`src/common/mips_pkg.sv`:
```
package mips_pkg;

    typedef logic [31:0] word_t;
    typedef logic [4:0] reg_addr_t;

    typedef enum logic [5:0] {
        OP_RTYPE = 6'h00,
        OP_J     = 6'h02,
        OP_JAL   = 6'h03,
        OP_BEQ   = 6'h04,
        OP_BNE   = 6'h05,
        OP_BLEZ  = 6'h06,
        OP_BGTZ  = 6'h07,
        OP_ADDIU = 6'h09,
        OP_SLTI  = 6'h0a,
        OP_ANDI  = 6'h0c,
        OP_ORI   = 6'h0d,
        OP_LUI   = 6'h0f,
        OP_LW    = 6'h23,
        OP_SW    = 6'h2b
    } opcode_t;

    typedef enum logic [5:0] {
        FN_SLL  = 6'h00,
        FN_SRL  = 6'h02,
        FN_JR   = 6'h08,
        FN_JALR = 6'h09,
        FN_ADDU = 6'h21,
        FN_SUBU = 6'h23,
        FN_AND  = 6'h24,
        FN_OR   = 6'h25,
        FN_XOR  = 6'h26,
        FN_SLT  = 6'h2a,
        FN_SLTU = 6'h2b
    } funct_t;

    typedef enum logic [3:0] {
        ALU_ADD,
        ALU_SUB,
        ALU_AND,
        ALU_OR,
        ALU_XOR,
        ALU_SLT,
        ALU_SLTU,
        ALU_SLL,
        ALU_SRL,
        ALU_PASS_B
    } alu_op_t;

    typedef enum logic [2:0] {
        BR_NONE,
        BR_EQ,
        BR_NE,
        BR_GTZ,
        BR_LEZ,
        BR_JUMP_IMM,
        BR_JUMP_REG
    } branch_kind_t;

    typedef enum logic [1:0] {
        ST_FETCH,
        ST_EXECUTE,
        ST_MEMORY
    } cpu_state_t;

    typedef struct packed {
        alu_op_t      alu_op;
        logic         src_b_imm;   // Immediate instead of rt
        logic         use_shamt;
        word_t        imm;         // Already extended
        reg_addr_t    dest;
        logic         reg_write;
        logic         link;        // Write pc+4 instead of result
        logic         is_load;
        logic         is_store;
        branch_kind_t branch;
        logic [25:0]  jump_index;
    } decoded_t;

    parameter word_t RESET_VECTOR = 32'hBFC0_0000;
    parameter reg_addr_t LINK_REG = 5'd31;
    parameter reg_addr_t V0_REG = 5'd2;

endpackage

```
`src/hdl/alu.sv`:
```
`timescale 1ns/1ns

module alu (
    input  mips_pkg::decoded_t dec,
    input  mips_pkg::word_t    rs_val,
    input  mips_pkg::word_t    rt_val,
    input  logic [4:0]         shamt,
    output mips_pkg::word_t    result,
    output logic               equal,
    output logic               rs_zero,
    output logic               rs_negative
);
    mips_pkg::word_t b;
    logic [4:0] shift;

    assign b = dec.src_b_imm ? dec.imm : rt_val;
    assign shift = dec.use_shamt ? shamt : 5'd0;

    always_comb begin
        case (dec.alu_op)
            mips_pkg::ALU_ADD:    result = rs_val + b;   // Also load/store address
            mips_pkg::ALU_SUB:    result = rs_val - b;
            mips_pkg::ALU_AND:    result = rs_val & b;
            mips_pkg::ALU_OR:     result = rs_val | b;
            mips_pkg::ALU_XOR:    result = rs_val ^ b;
            mips_pkg::ALU_SLT:    result = {31'd0, $signed(rs_val) < $signed(b)};
            mips_pkg::ALU_SLTU:   result = {31'd0, rs_val < b};
            mips_pkg::ALU_SLL:    result = b << shift;
            mips_pkg::ALU_SRL:    result = b >> shift;
            mips_pkg::ALU_PASS_B: result = b;
            default:              result = '0;
        endcase
    end

    // Branch compare flags
    assign equal = rs_val == rt_val;
    assign rs_zero = rs_val == '0;
    assign rs_negative = rs_val[31];

endmodule

```
`src/hdl/bus_port.sv`:
```
`timescale 1ns/1ns

module bus_port (
    input  logic               bus_sel,
    input  mips_pkg::word_t    pc,
    input  mips_pkg::word_t    alu_result,
    input  mips_pkg::word_t    rt_val,
    input  mips_pkg::word_t    readdata,
    input  mips_pkg::decoded_t dec,
    output mips_pkg::word_t    address,
    output mips_pkg::word_t    writedata,
    output mips_pkg::word_t    instr,
    output mips_pkg::word_t    load_data,
    output mips_pkg::word_t    reg_wdata,
    output logic [3:0]         byteenable
);
    mips_pkg::word_t addr_raw;

    // Bus side is little-endian
    function automatic mips_pkg::word_t swap_bytes(input mips_pkg::word_t w);
        return {w[7:0], w[15:8], w[23:16], w[31:24]};
    endfunction

    assign addr_raw = bus_sel ? alu_result : pc;
    assign address = {addr_raw[31:2], 2'b00};
    assign byteenable = 4'b1111;   // Word accesses only

    assign instr = swap_bytes(readdata);
    assign load_data = swap_bytes(readdata);
    assign writedata = swap_bytes(rt_val);

    always_comb begin
        if (dec.is_load) begin
            reg_wdata = load_data;
        end else if (dec.link) begin
            reg_wdata = pc;   // Already advanced past the jump
        end else begin
            reg_wdata = alu_result;
        end
    end

endmodule

```
`src/hdl/cpu_fsm.sv`:
```
`timescale 1ns/1ns

module cpu_fsm (
    input  logic               clk,
    input  logic               reset,
    input  logic               waitrequest,
    input  mips_pkg::decoded_t dec,
    input  mips_pkg::word_t    pc,
    output logic               active,
    output logic               read,
    output logic               write,
    output logic               bus_sel,
    output logic               fetch_done,
    output logic               exec_step,
    output logic               mem_done,
    output logic               reg_we
);
    mips_pkg::cpu_state_t state;
    logic mem_access;

    assign mem_access = dec.is_load || dec.is_store;

    // Halted once the program counter reaches 0 between instructions
    assign active = !(state == mips_pkg::ST_FETCH && pc == '0);

    always_comb begin
        read = 1'b0;
        write = 1'b0;
        bus_sel = 1'b0;   // Fetch address
        case (state)
            mips_pkg::ST_FETCH: begin
                read = active && !reset;   // First read after reset release
            end
            mips_pkg::ST_MEMORY: begin
                read = dec.is_load;
                write = dec.is_store;
                bus_sel = 1'b1;   // Data address from ALU
            end
            default: begin
                read = 1'b0;
            end
        endcase
    end

    assign fetch_done = read && !bus_sel && !waitrequest;
    assign exec_step = state == mips_pkg::ST_EXECUTE;
    assign mem_done = state == mips_pkg::ST_MEMORY && !waitrequest;

    // Loads write back only once their data arrives
    assign reg_we = (exec_step && dec.reg_write && !mem_access)
                  || (mem_done && dec.is_load);

    always_ff @(posedge clk) begin
        if (reset) begin
            state <= mips_pkg::ST_FETCH;
        end else begin
            case (state)
                mips_pkg::ST_FETCH: begin
                    if (fetch_done) begin
                        state <= mips_pkg::ST_EXECUTE;
                    end
                end
                mips_pkg::ST_EXECUTE: begin
                    state <= mem_access ? mips_pkg::ST_MEMORY : mips_pkg::ST_FETCH;
                end
                mips_pkg::ST_MEMORY: begin
                    if (mem_done) begin
                        state <= mips_pkg::ST_FETCH;
                    end
                end
                default: begin
                    state <= mips_pkg::ST_FETCH;
                end
            endcase
        end
    end

endmodule

```
`src/hdl/instr_decode.sv`:
```
`timescale 1ns/1ns

module instr_decode (
    input  logic                clk,
    input  logic                reset,
    input  logic                fetch_done,
    input  mips_pkg::word_t     instr,
    output mips_pkg::decoded_t  dec,
    output mips_pkg::reg_addr_t rs,
    output mips_pkg::reg_addr_t rt,
    output logic [4:0]          shamt
);
    mips_pkg::word_t ir;
    mips_pkg::opcode_t opcode;
    mips_pkg::funct_t funct;
    mips_pkg::word_t imm_sign;
    mips_pkg::word_t imm_zero;

    always_ff @(posedge clk) begin
        if (reset) begin
            ir <= '0;
        end else if (fetch_done) begin
            ir <= instr;
        end
    end

    assign opcode = mips_pkg::opcode_t'(ir[31:26]);
    assign funct = mips_pkg::funct_t'(ir[5:0]);
    assign rs = ir[25:21];
    assign rt = ir[20:16];
    assign shamt = ir[10:6];
    assign imm_sign = {{16{ir[15]}}, ir[15:0]};
    assign imm_zero = {16'h0000, ir[15:0]};

    always_comb begin
        dec = '0;   // Anything unknown stays a no-op
        dec.alu_op = mips_pkg::ALU_ADD;
        dec.imm = imm_sign;
        dec.dest = rt;
        dec.branch = mips_pkg::BR_NONE;
        dec.jump_index = ir[25:0];
        dec.src_b_imm = 1'b1;

        case (opcode)
            mips_pkg::OP_RTYPE: begin
                dec.src_b_imm = 1'b0;
                dec.dest = ir[15:11];
                dec.reg_write = 1'b1;
                case (funct)
                    mips_pkg::FN_ADDU: dec.alu_op = mips_pkg::ALU_ADD;
                    mips_pkg::FN_SUBU: dec.alu_op = mips_pkg::ALU_SUB;
                    mips_pkg::FN_AND:  dec.alu_op = mips_pkg::ALU_AND;
                    mips_pkg::FN_OR:   dec.alu_op = mips_pkg::ALU_OR;
                    mips_pkg::FN_XOR:  dec.alu_op = mips_pkg::ALU_XOR;
                    mips_pkg::FN_SLT:  dec.alu_op = mips_pkg::ALU_SLT;
                    mips_pkg::FN_SLTU: dec.alu_op = mips_pkg::ALU_SLTU;
                    mips_pkg::FN_SLL: begin
                        dec.alu_op = mips_pkg::ALU_SLL;
                        dec.use_shamt = 1'b1;
                    end
                    mips_pkg::FN_SRL: begin
                        dec.alu_op = mips_pkg::ALU_SRL;
                        dec.use_shamt = 1'b1;
                    end
                    mips_pkg::FN_JR: begin
                        dec.branch = mips_pkg::BR_JUMP_REG;
                        dec.reg_write = 1'b0;
                    end
                    mips_pkg::FN_JALR: begin
                        dec.branch = mips_pkg::BR_JUMP_REG;
                        dec.link = 1'b1;
                    end
                    default: dec.reg_write = 1'b0;
                endcase
            end
            mips_pkg::OP_ADDIU: dec.reg_write = 1'b1;
            mips_pkg::OP_SLTI: begin
                dec.alu_op = mips_pkg::ALU_SLT;
                dec.reg_write = 1'b1;
            end
            mips_pkg::OP_ANDI: begin
                dec.alu_op = mips_pkg::ALU_AND;
                dec.imm = imm_zero;
                dec.reg_write = 1'b1;
            end
            mips_pkg::OP_ORI: begin
                dec.alu_op = mips_pkg::ALU_OR;
                dec.imm = imm_zero;
                dec.reg_write = 1'b1;
            end
            mips_pkg::OP_LUI: begin
                dec.alu_op = mips_pkg::ALU_PASS_B;
                dec.imm = {ir[15:0], 16'h0000};
                dec.reg_write = 1'b1;
            end
            mips_pkg::OP_LW: begin
                dec.is_load = 1'b1;
                dec.reg_write = 1'b1;
            end
            mips_pkg::OP_SW:   dec.is_store = 1'b1;
            mips_pkg::OP_BEQ:  dec.branch = mips_pkg::BR_EQ;
            mips_pkg::OP_BNE:  dec.branch = mips_pkg::BR_NE;
            mips_pkg::OP_BGTZ: dec.branch = mips_pkg::BR_GTZ;
            mips_pkg::OP_BLEZ: dec.branch = mips_pkg::BR_LEZ;
            mips_pkg::OP_J:    dec.branch = mips_pkg::BR_JUMP_IMM;
            mips_pkg::OP_JAL: begin
                dec.branch = mips_pkg::BR_JUMP_IMM;
                dec.link = 1'b1;
                dec.reg_write = 1'b1;
                dec.dest = mips_pkg::LINK_REG;
            end
            default: dec.reg_write = 1'b0;
        endcase
    end

endmodule

```
`src/hdl/pc_counter.sv`:
```
`timescale 1ns/1ns

module pc_counter #(
    parameter mips_pkg::word_t reset_vector = mips_pkg::RESET_VECTOR
) (
    input  logic               clk,
    input  logic               reset,
    input  logic               fetch_done,
    input  logic               exec_step,
    input  mips_pkg::decoded_t dec,
    input  mips_pkg::word_t    rs_val,
    input  logic               alu_equal,
    input  logic               rs_zero,
    input  logic               rs_negative,
    output mips_pkg::word_t    pc
);
    mips_pkg::word_t target;
    mips_pkg::word_t next_target;
    logic pending;
    logic taken;

    always_comb begin
        case (dec.branch)
            mips_pkg::BR_EQ:       taken = alu_equal;
            mips_pkg::BR_NE:       taken = !alu_equal;
            mips_pkg::BR_GTZ:      taken = !rs_negative && !rs_zero;
            mips_pkg::BR_LEZ:      taken = rs_negative || rs_zero;
            mips_pkg::BR_JUMP_IMM: taken = 1'b1;
            mips_pkg::BR_JUMP_REG: taken = 1'b1;
            default:               taken = 1'b0;
        endcase

        // pc already points at the delay slot here
        case (dec.branch)
            mips_pkg::BR_JUMP_IMM: next_target = {pc[31:28], dec.jump_index, 2'b00};
            mips_pkg::BR_JUMP_REG: next_target = rs_val;
            default:               next_target = pc + {dec.imm[29:0], 2'b00};
        endcase
    end

    always_ff @(posedge clk) begin
        if (reset) begin
            pc <= reset_vector;
            pending <= 1'b0;
        end else if (fetch_done) begin
            pc <= pc + 32'd4;
        end else if (exec_step) begin
            if (pending) begin   // Delay slot done, branches in it are ignored
                pc <= target;
                pending <= 1'b0;
            end else if (taken) begin
                target <= next_target;
                pending <= 1'b1;
            end
        end
    end

endmodule

```
`src/hdl/reg_file.sv`:
```
`timescale 1ns/1ns

module reg_file (
    input  logic                clk,
    input  logic                reset,
    input  mips_pkg::reg_addr_t rs,
    input  mips_pkg::reg_addr_t rt,
    input  mips_pkg::reg_addr_t dest,
    input  logic                we,
    input  mips_pkg::word_t     wdata,
    output mips_pkg::word_t     rs_val,
    output mips_pkg::word_t     rt_val,
    output mips_pkg::word_t     register_v0
);
    mips_pkg::word_t regs [32];

    assign rs_val = regs[rs];
    assign rt_val = regs[rt];
    assign register_v0 = regs[mips_pkg::V0_REG];

    always_ff @(posedge clk) begin
        if (reset) begin
            for (int i = 0; i < 32; i++) begin
                regs[i] <= '0;
            end
        end else if (we && dest != '0) begin   // $zero never changes
            regs[dest] <= wdata;
        end
    end

endmodule

```
`src/hdl/mips_cpu_bus.sv`:
```
`timescale 1ns/1ns

module mips_cpu_bus #(
    parameter mips_pkg::word_t reset_vector = mips_pkg::RESET_VECTOR
) (
    input  logic            clk,
    input  logic            reset,
    output logic            active,
    output mips_pkg::word_t register_v0,

    output mips_pkg::word_t address,
    output logic            write,
    output logic            read,
    input  logic            waitrequest,
    output mips_pkg::word_t writedata,
    output logic [3:0]      byteenable,
    input  mips_pkg::word_t readdata
);
    mips_pkg::decoded_t dec;
    mips_pkg::reg_addr_t rs;
    mips_pkg::reg_addr_t rt;
    logic [4:0] shamt;

    mips_pkg::word_t pc;
    mips_pkg::word_t instr;
    mips_pkg::word_t load_data;
    mips_pkg::word_t reg_wdata;
    mips_pkg::word_t rs_val;
    mips_pkg::word_t rt_val;
    mips_pkg::word_t alu_result;

    logic bus_sel;
    logic fetch_done;
    logic exec_step;
    logic reg_we;
    logic alu_equal;
    logic rs_zero;
    logic rs_negative;

    // Load completion is already folded into reg_we
    cpu_fsm cpu_fsm_i (.clk(clk), .reset(reset), .waitrequest(waitrequest), .dec(dec), .pc(pc),
        .active(active), .read(read), .write(write), .bus_sel(bus_sel),
        .fetch_done(fetch_done), .exec_step(exec_step), .mem_done(), .reg_we(reg_we));

    pc_counter #(.reset_vector(reset_vector)) pc_counter_i (.clk(clk), .reset(reset),
        .fetch_done(fetch_done), .exec_step(exec_step), .dec(dec), .rs_val(rs_val),
        .alu_equal(alu_equal), .rs_zero(rs_zero), .rs_negative(rs_negative), .pc(pc));

    instr_decode instr_decode_i (.clk(clk), .reset(reset), .fetch_done(fetch_done),
        .instr(instr), .dec(dec), .rs(rs), .rt(rt), .shamt(shamt));

    reg_file reg_file_i (.clk(clk), .reset(reset), .rs(rs), .rt(rt), .dest(dec.dest),
        .we(reg_we), .wdata(reg_wdata), .rs_val(rs_val), .rt_val(rt_val),
        .register_v0(register_v0));

    alu alu_i (.dec(dec), .rs_val(rs_val), .rt_val(rt_val), .shamt(shamt),
        .result(alu_result), .equal(alu_equal), .rs_zero(rs_zero),
        .rs_negative(rs_negative));

    bus_port bus_port_i (.bus_sel(bus_sel), .pc(pc), .alu_result(alu_result),
        .rt_val(rt_val), .readdata(readdata), .dec(dec), .address(address),
        .writedata(writedata), .instr(instr), .load_data(load_data),
        .reg_wdata(reg_wdata), .byteenable(byteenable));

endmodule

```
`config.mk`:
```
export PLATFORM = sky130hd
export DESIGN_NAME = mips_cpu_bus
export DESIGN_NICKNAME = d
export VERILOG_FILES = /design/src/common/mips_pkg.sv /design/src/hdl/alu.sv /design/src/hdl/bus_port.sv /design/src/hdl/cpu_fsm.sv /design/src/hdl/instr_decode.sv /design/src/hdl/pc_counter.sv /design/src/hdl/reg_file.sv /design/src/hdl/mips_cpu_bus.sv
export SDC_FILE = /design/constraint.sdc
export NUM_CORES = 2
export LEC_CHECK = 0
export BUFFER_PORTS_ARGS = -buffer_cell sky130_fd_sc_hd__buf_4
export CORE_MARGIN = 5
export CORE_UTILIZATION = 40
export DETAILED_ROUTE_END_ITERATION = 12
export PLACE_DENSITY = 0.64
export SETUP_SLACK_MARGIN = 0.05
export SYNTH_ARGS = -nofsm -noshare
export SYNTH_HDL_FRONTEND = slang
export SYNTH_SLANG_ARGS = --single-unit
```
`constraint.sdc`:
```
create_clock -name clk -period 6.99 [get_ports clk]
set_input_delay 1.398 -clock clk [delete_from_list [all_inputs] [get_ports clk]]
set_output_delay 1.398 -clock clk [all_outputs]
set_load 0.05 [all_outputs]
```
==> impl_metrics.env <==
export IMPL_antenna_found_initial=27
export IMPL_die_w_microns=431
export IMPL_syn_area_sq_mm=0.0708
export IMPL_multi_input_area_sq_mm=0.0369
export IMPL_crit_path_cell_trace="buf_12, buf_12, buf_12, mux4_2, a22oi_2, nand4_1, buf_12, clkinvlp_4, ha_4, inv_4, buf_4, nor4_4, o211ai_1, a31o_4, a211oi_2, o41ai_2, or4_4, a311oi_4, a21oi_2, buf_6"
export IMPL_cts_buffers_inserted=120
export IMPL_synth_warnings=0
export IMPL_synth_area_leaders="edfxtp_1, mux2i_1, nor2_1"
export IMPL_cts_sinks=1133
export IMPL_fin_worst_skew_ns=0.0895
export IMPL_worstSetupPathType="reg2out"
export IMPL_fillers=15549
export IMPL_grt_overflow_total=0
export IMPL_seq_power_share_pct=30.3
export IMPL_power_frac_clock_pct=25.6
export IMPL_critPathSlowestCell="or4_4"
export IMPL_ys_ff_latch=1133
export IMPL_arrival_ns=6.00
export IMPL_cts_tree="done"
export IMPL_initial_core_util_pct=40.2
export IMPL_ys_seq_area_share_pct=47.0
export IMPL_gp_congestion=1.11
export IMPL_startpoint_type="flop"
export IMPL_synthToLayoutAreaGrowth_pct=29.3
export IMPL_dr_first_iter_drc_count=11498
export IMPL_grt_max_degree=63
export IMPL_synthArstFlopShare_pct=0
export IMPL_cp_top_family="compound AO/OA/AOI/OAI gates"
export IMPL_crit_path_frequent_cell="buf_12"
export IMPL_dpl_worst_slack_ns=-0.771
export IMPL_critPathBufInv=8
export IMPL_worstPathMaxFanout=10
export IMPL_peakVddDrop_uv=275
export IMPL_fmax_mhz=135
export IMPL_p_sw_share_pct=40.6
export IMPL_finalSetupViolCount=24
export IMPL_hold_buffers=0
export IMPL_crit_required_ns=5.59
export IMPL_synthFlopType="edfxtp_1"
export IMPL_internal_power_mw=15.3
export IMPL_hold_viol=0
export IMPL_worst_pin_slew_ns=1.49
export IMPL_min_path_type="reg2reg"
export IMPL_wire_per_inst_microns=40.9
export IMPL_drc=0
export IMPL_grt_usage_pct=42.7
export IMPL_final_cells=10096
export IMPL_powerDensity_mw_per_mm2=282
export IMPL_dp_cells=9639
export IMPL_leakage_nw=33.4
export IMPL_comb_power_share_pct=44.0
export IMPL_post_route_period_util_pct=106
export IMPL_grt_pass1_wl_mm=551
export IMPL_fin_nets=7800
export IMPL_synth_avg_cell_area_sq_um=10.6
export IMPL_dp_hpwl_mm=293
export IMPL_endpoint_kind="primary output"
export IMPL_finish_utilization_pct=52.0
export IMPL_synth_edf_count=1056
export IMPL_relSlewSlack_pct=-0.288
export IMPL_clkLatencyLatePin_ns=0.81
export IMPL_drive_above_1_share_pct=30.5
export IMPL_holdWs_ns=0.467
export IMPL_syn_inst=6690
export IMPL_cts_root_buf="clkbuf_16"
export IMPL_slowest_delay_ns=0.57
export IMPL_die_h_microns=431
export IMPL_vias=69643
export IMPL_ys_top_cells_by_count="nor2_1, edfxtp_1, mux2i_1"
export IMPL_cap_viol_max_count=1
export IMPL_ios=138
export IMPL_core_sq_mm=0.176
export IMPL_grt_pass1_vias=66446
export IMPL_viasPerCell=6.90
export IMPL_power_mw=25.8
export IMPL_dr_pass1_iters=7
export IMPL_status="complete, but fails checks"
export IMPL_port_buffers=131
export IMPL_ys_types=103
export IMPL_seqCellArea_sq_mm=0.0333
export IMPL_yosysTopAreaCellShare_pct=44.8
export IMPL_htreeDepth=3
export IMPL_routed_wirelength_mm=413
export IMPL_violations="capacitance limit, slew limit, setup timing"
export IMPL_switchingPower_mw=10.5
export IMPL_dieArea_sq_mm=0.186
export IMPL_antenna_left=0
export IMPL_rsz0062_at_grt="true"
export IMPL_cts_buffer_depth=3
export IMPL_fin_ws_ns=-0.409
export IMPL_drv_slew=1
export IMPL_clk_pin_slew_worst_paths_ns=0.06
export IMPL_synth_most_common_cell="nor2_1"
export IMPL_num_rows=154
export IMPL_fin_crit_ns=7.40
export IMPL_yosysTopAreaCell="edfxtp_1"
-- repair_timing --
action | CTS | global route
buffers inserted | 124 | 71
hold endpoints to repair | 0 | 0
cloned | 27 | 2
endpoints found under the setup margin | 61 | 27
resized for setup | 519 | 198
pin swaps | 148 | 138
-- path summary, 6_finish.rpt --
kind	startpoint	end	slack (ns)	cells past startpoint
max	flop	address[19]	-0.41	20
min	pc_counter_i.target[27]	pc_counter_i.pc[27]	0.47	2
max reg2reg	flop	reg_file_i.regs[12][0]	0.65	25
min reg2reg	pc_counter_i.target[27]	pc_counter_i.pc[27]	0.47	2
-- placed cells by master (no fill, tap or decap), types with 47 or more instances in the layout --
master,instances
ha_1,96
o21ai_0,126
buf_12,153
mux2i_1,671
a22oi_1,376
a21oi_1,342
nand4_1,52
mux4_2,185
nor3_1,59
a21oi_2,70
nand3_1,75
nand2_2,48
inv_1,108
a22oi_2,47
buf_6,100
nand2_1,389
nor2_1,1137
edfxtp_1,1056
buf_4,1091
clkbuf_16,123
dfxtp_1,71
o211ai_1,64
-- area by class of cell --
| type | instances | share of cell area [%] |
|---|---|---|
| Clock inverter | 85 | 0.911 |
| Multi-Input combinational cell | 4841 | 40.3 |
| Inverter | 131 | 0.585 |
| Tap cell | 2340 | 3.20 |
| Sequential cell | 1133 | 36.3 |
| Antenna cell | 15 | 0.0410 |
| Timing Repair Buffer | 1406 | 15.2 |
| Clock buffer | 145 | 3.43 |
-- cell families (layout without fill, tap and decap cells) --
group                      after synthesis  count (layout)  share of synthesized area [%]
xor gates and xnor gates                60              60                          0.742
muxes                                  884             884                           15.8
adders and majority gates              132             132                           2.36
buffers and inverters                  752            1767                           5.12
AOI/OAI and AO/OA                     1596            1596                           15.4
DFF                                   1133            1133                           47.0
other                                    2              53                         0.0106
and+or+nand+nor                       2131            2131                           13.7
-- worst min-delay path, stage by stage (launching register included) --
cell and delay (ns):
edfxtp_1 0.32, a21oi_1 0.05, o21ai_0 0.06
-- per-stage QoR --
stage,TNS [ns],instance area (sq um)
floorplan,-0.0391,71000
global placement,-7.92,82100
detailed placement,-8.62,82100
CTS,-2.89,90100
global route,-6.68,91500
finish,-4.26,91600
-- flip-flops by register name, indices dropped and copies added (netlist names), named ones only --
| name | cells |
|---|---|
| pc_counter_i.pending | 1 |
| pc_counter_i.target | 32 |
| instr_decode_i.ir | 32 |
| reg_file_i.regs | 1024 |
| pc_counter_i.pc | 32 |
| cpu_fsm_i.state | 2 |
-- power by group through the flow --
stage	Sequential, mW	Combinational, mW	Clock (mW)
4_1_cts	7.82	10.6	6.61
6_report	7.83	11.4	6.62
2_1_floorplan	7.91	4.34	0
3_5_place_dp	7.96	9.73	0
5_1_grt	7.84	11.5	6.89
3_3_place_gp	7.94	9.79	0
-- layer usage --
metal,track usage [%],share of wire (%)
met5,0,0.021
met4,32.7,10
met2,62.4,42
met1,52.8,35
met3,13.1,13
(Power assumes the default switching activity.)
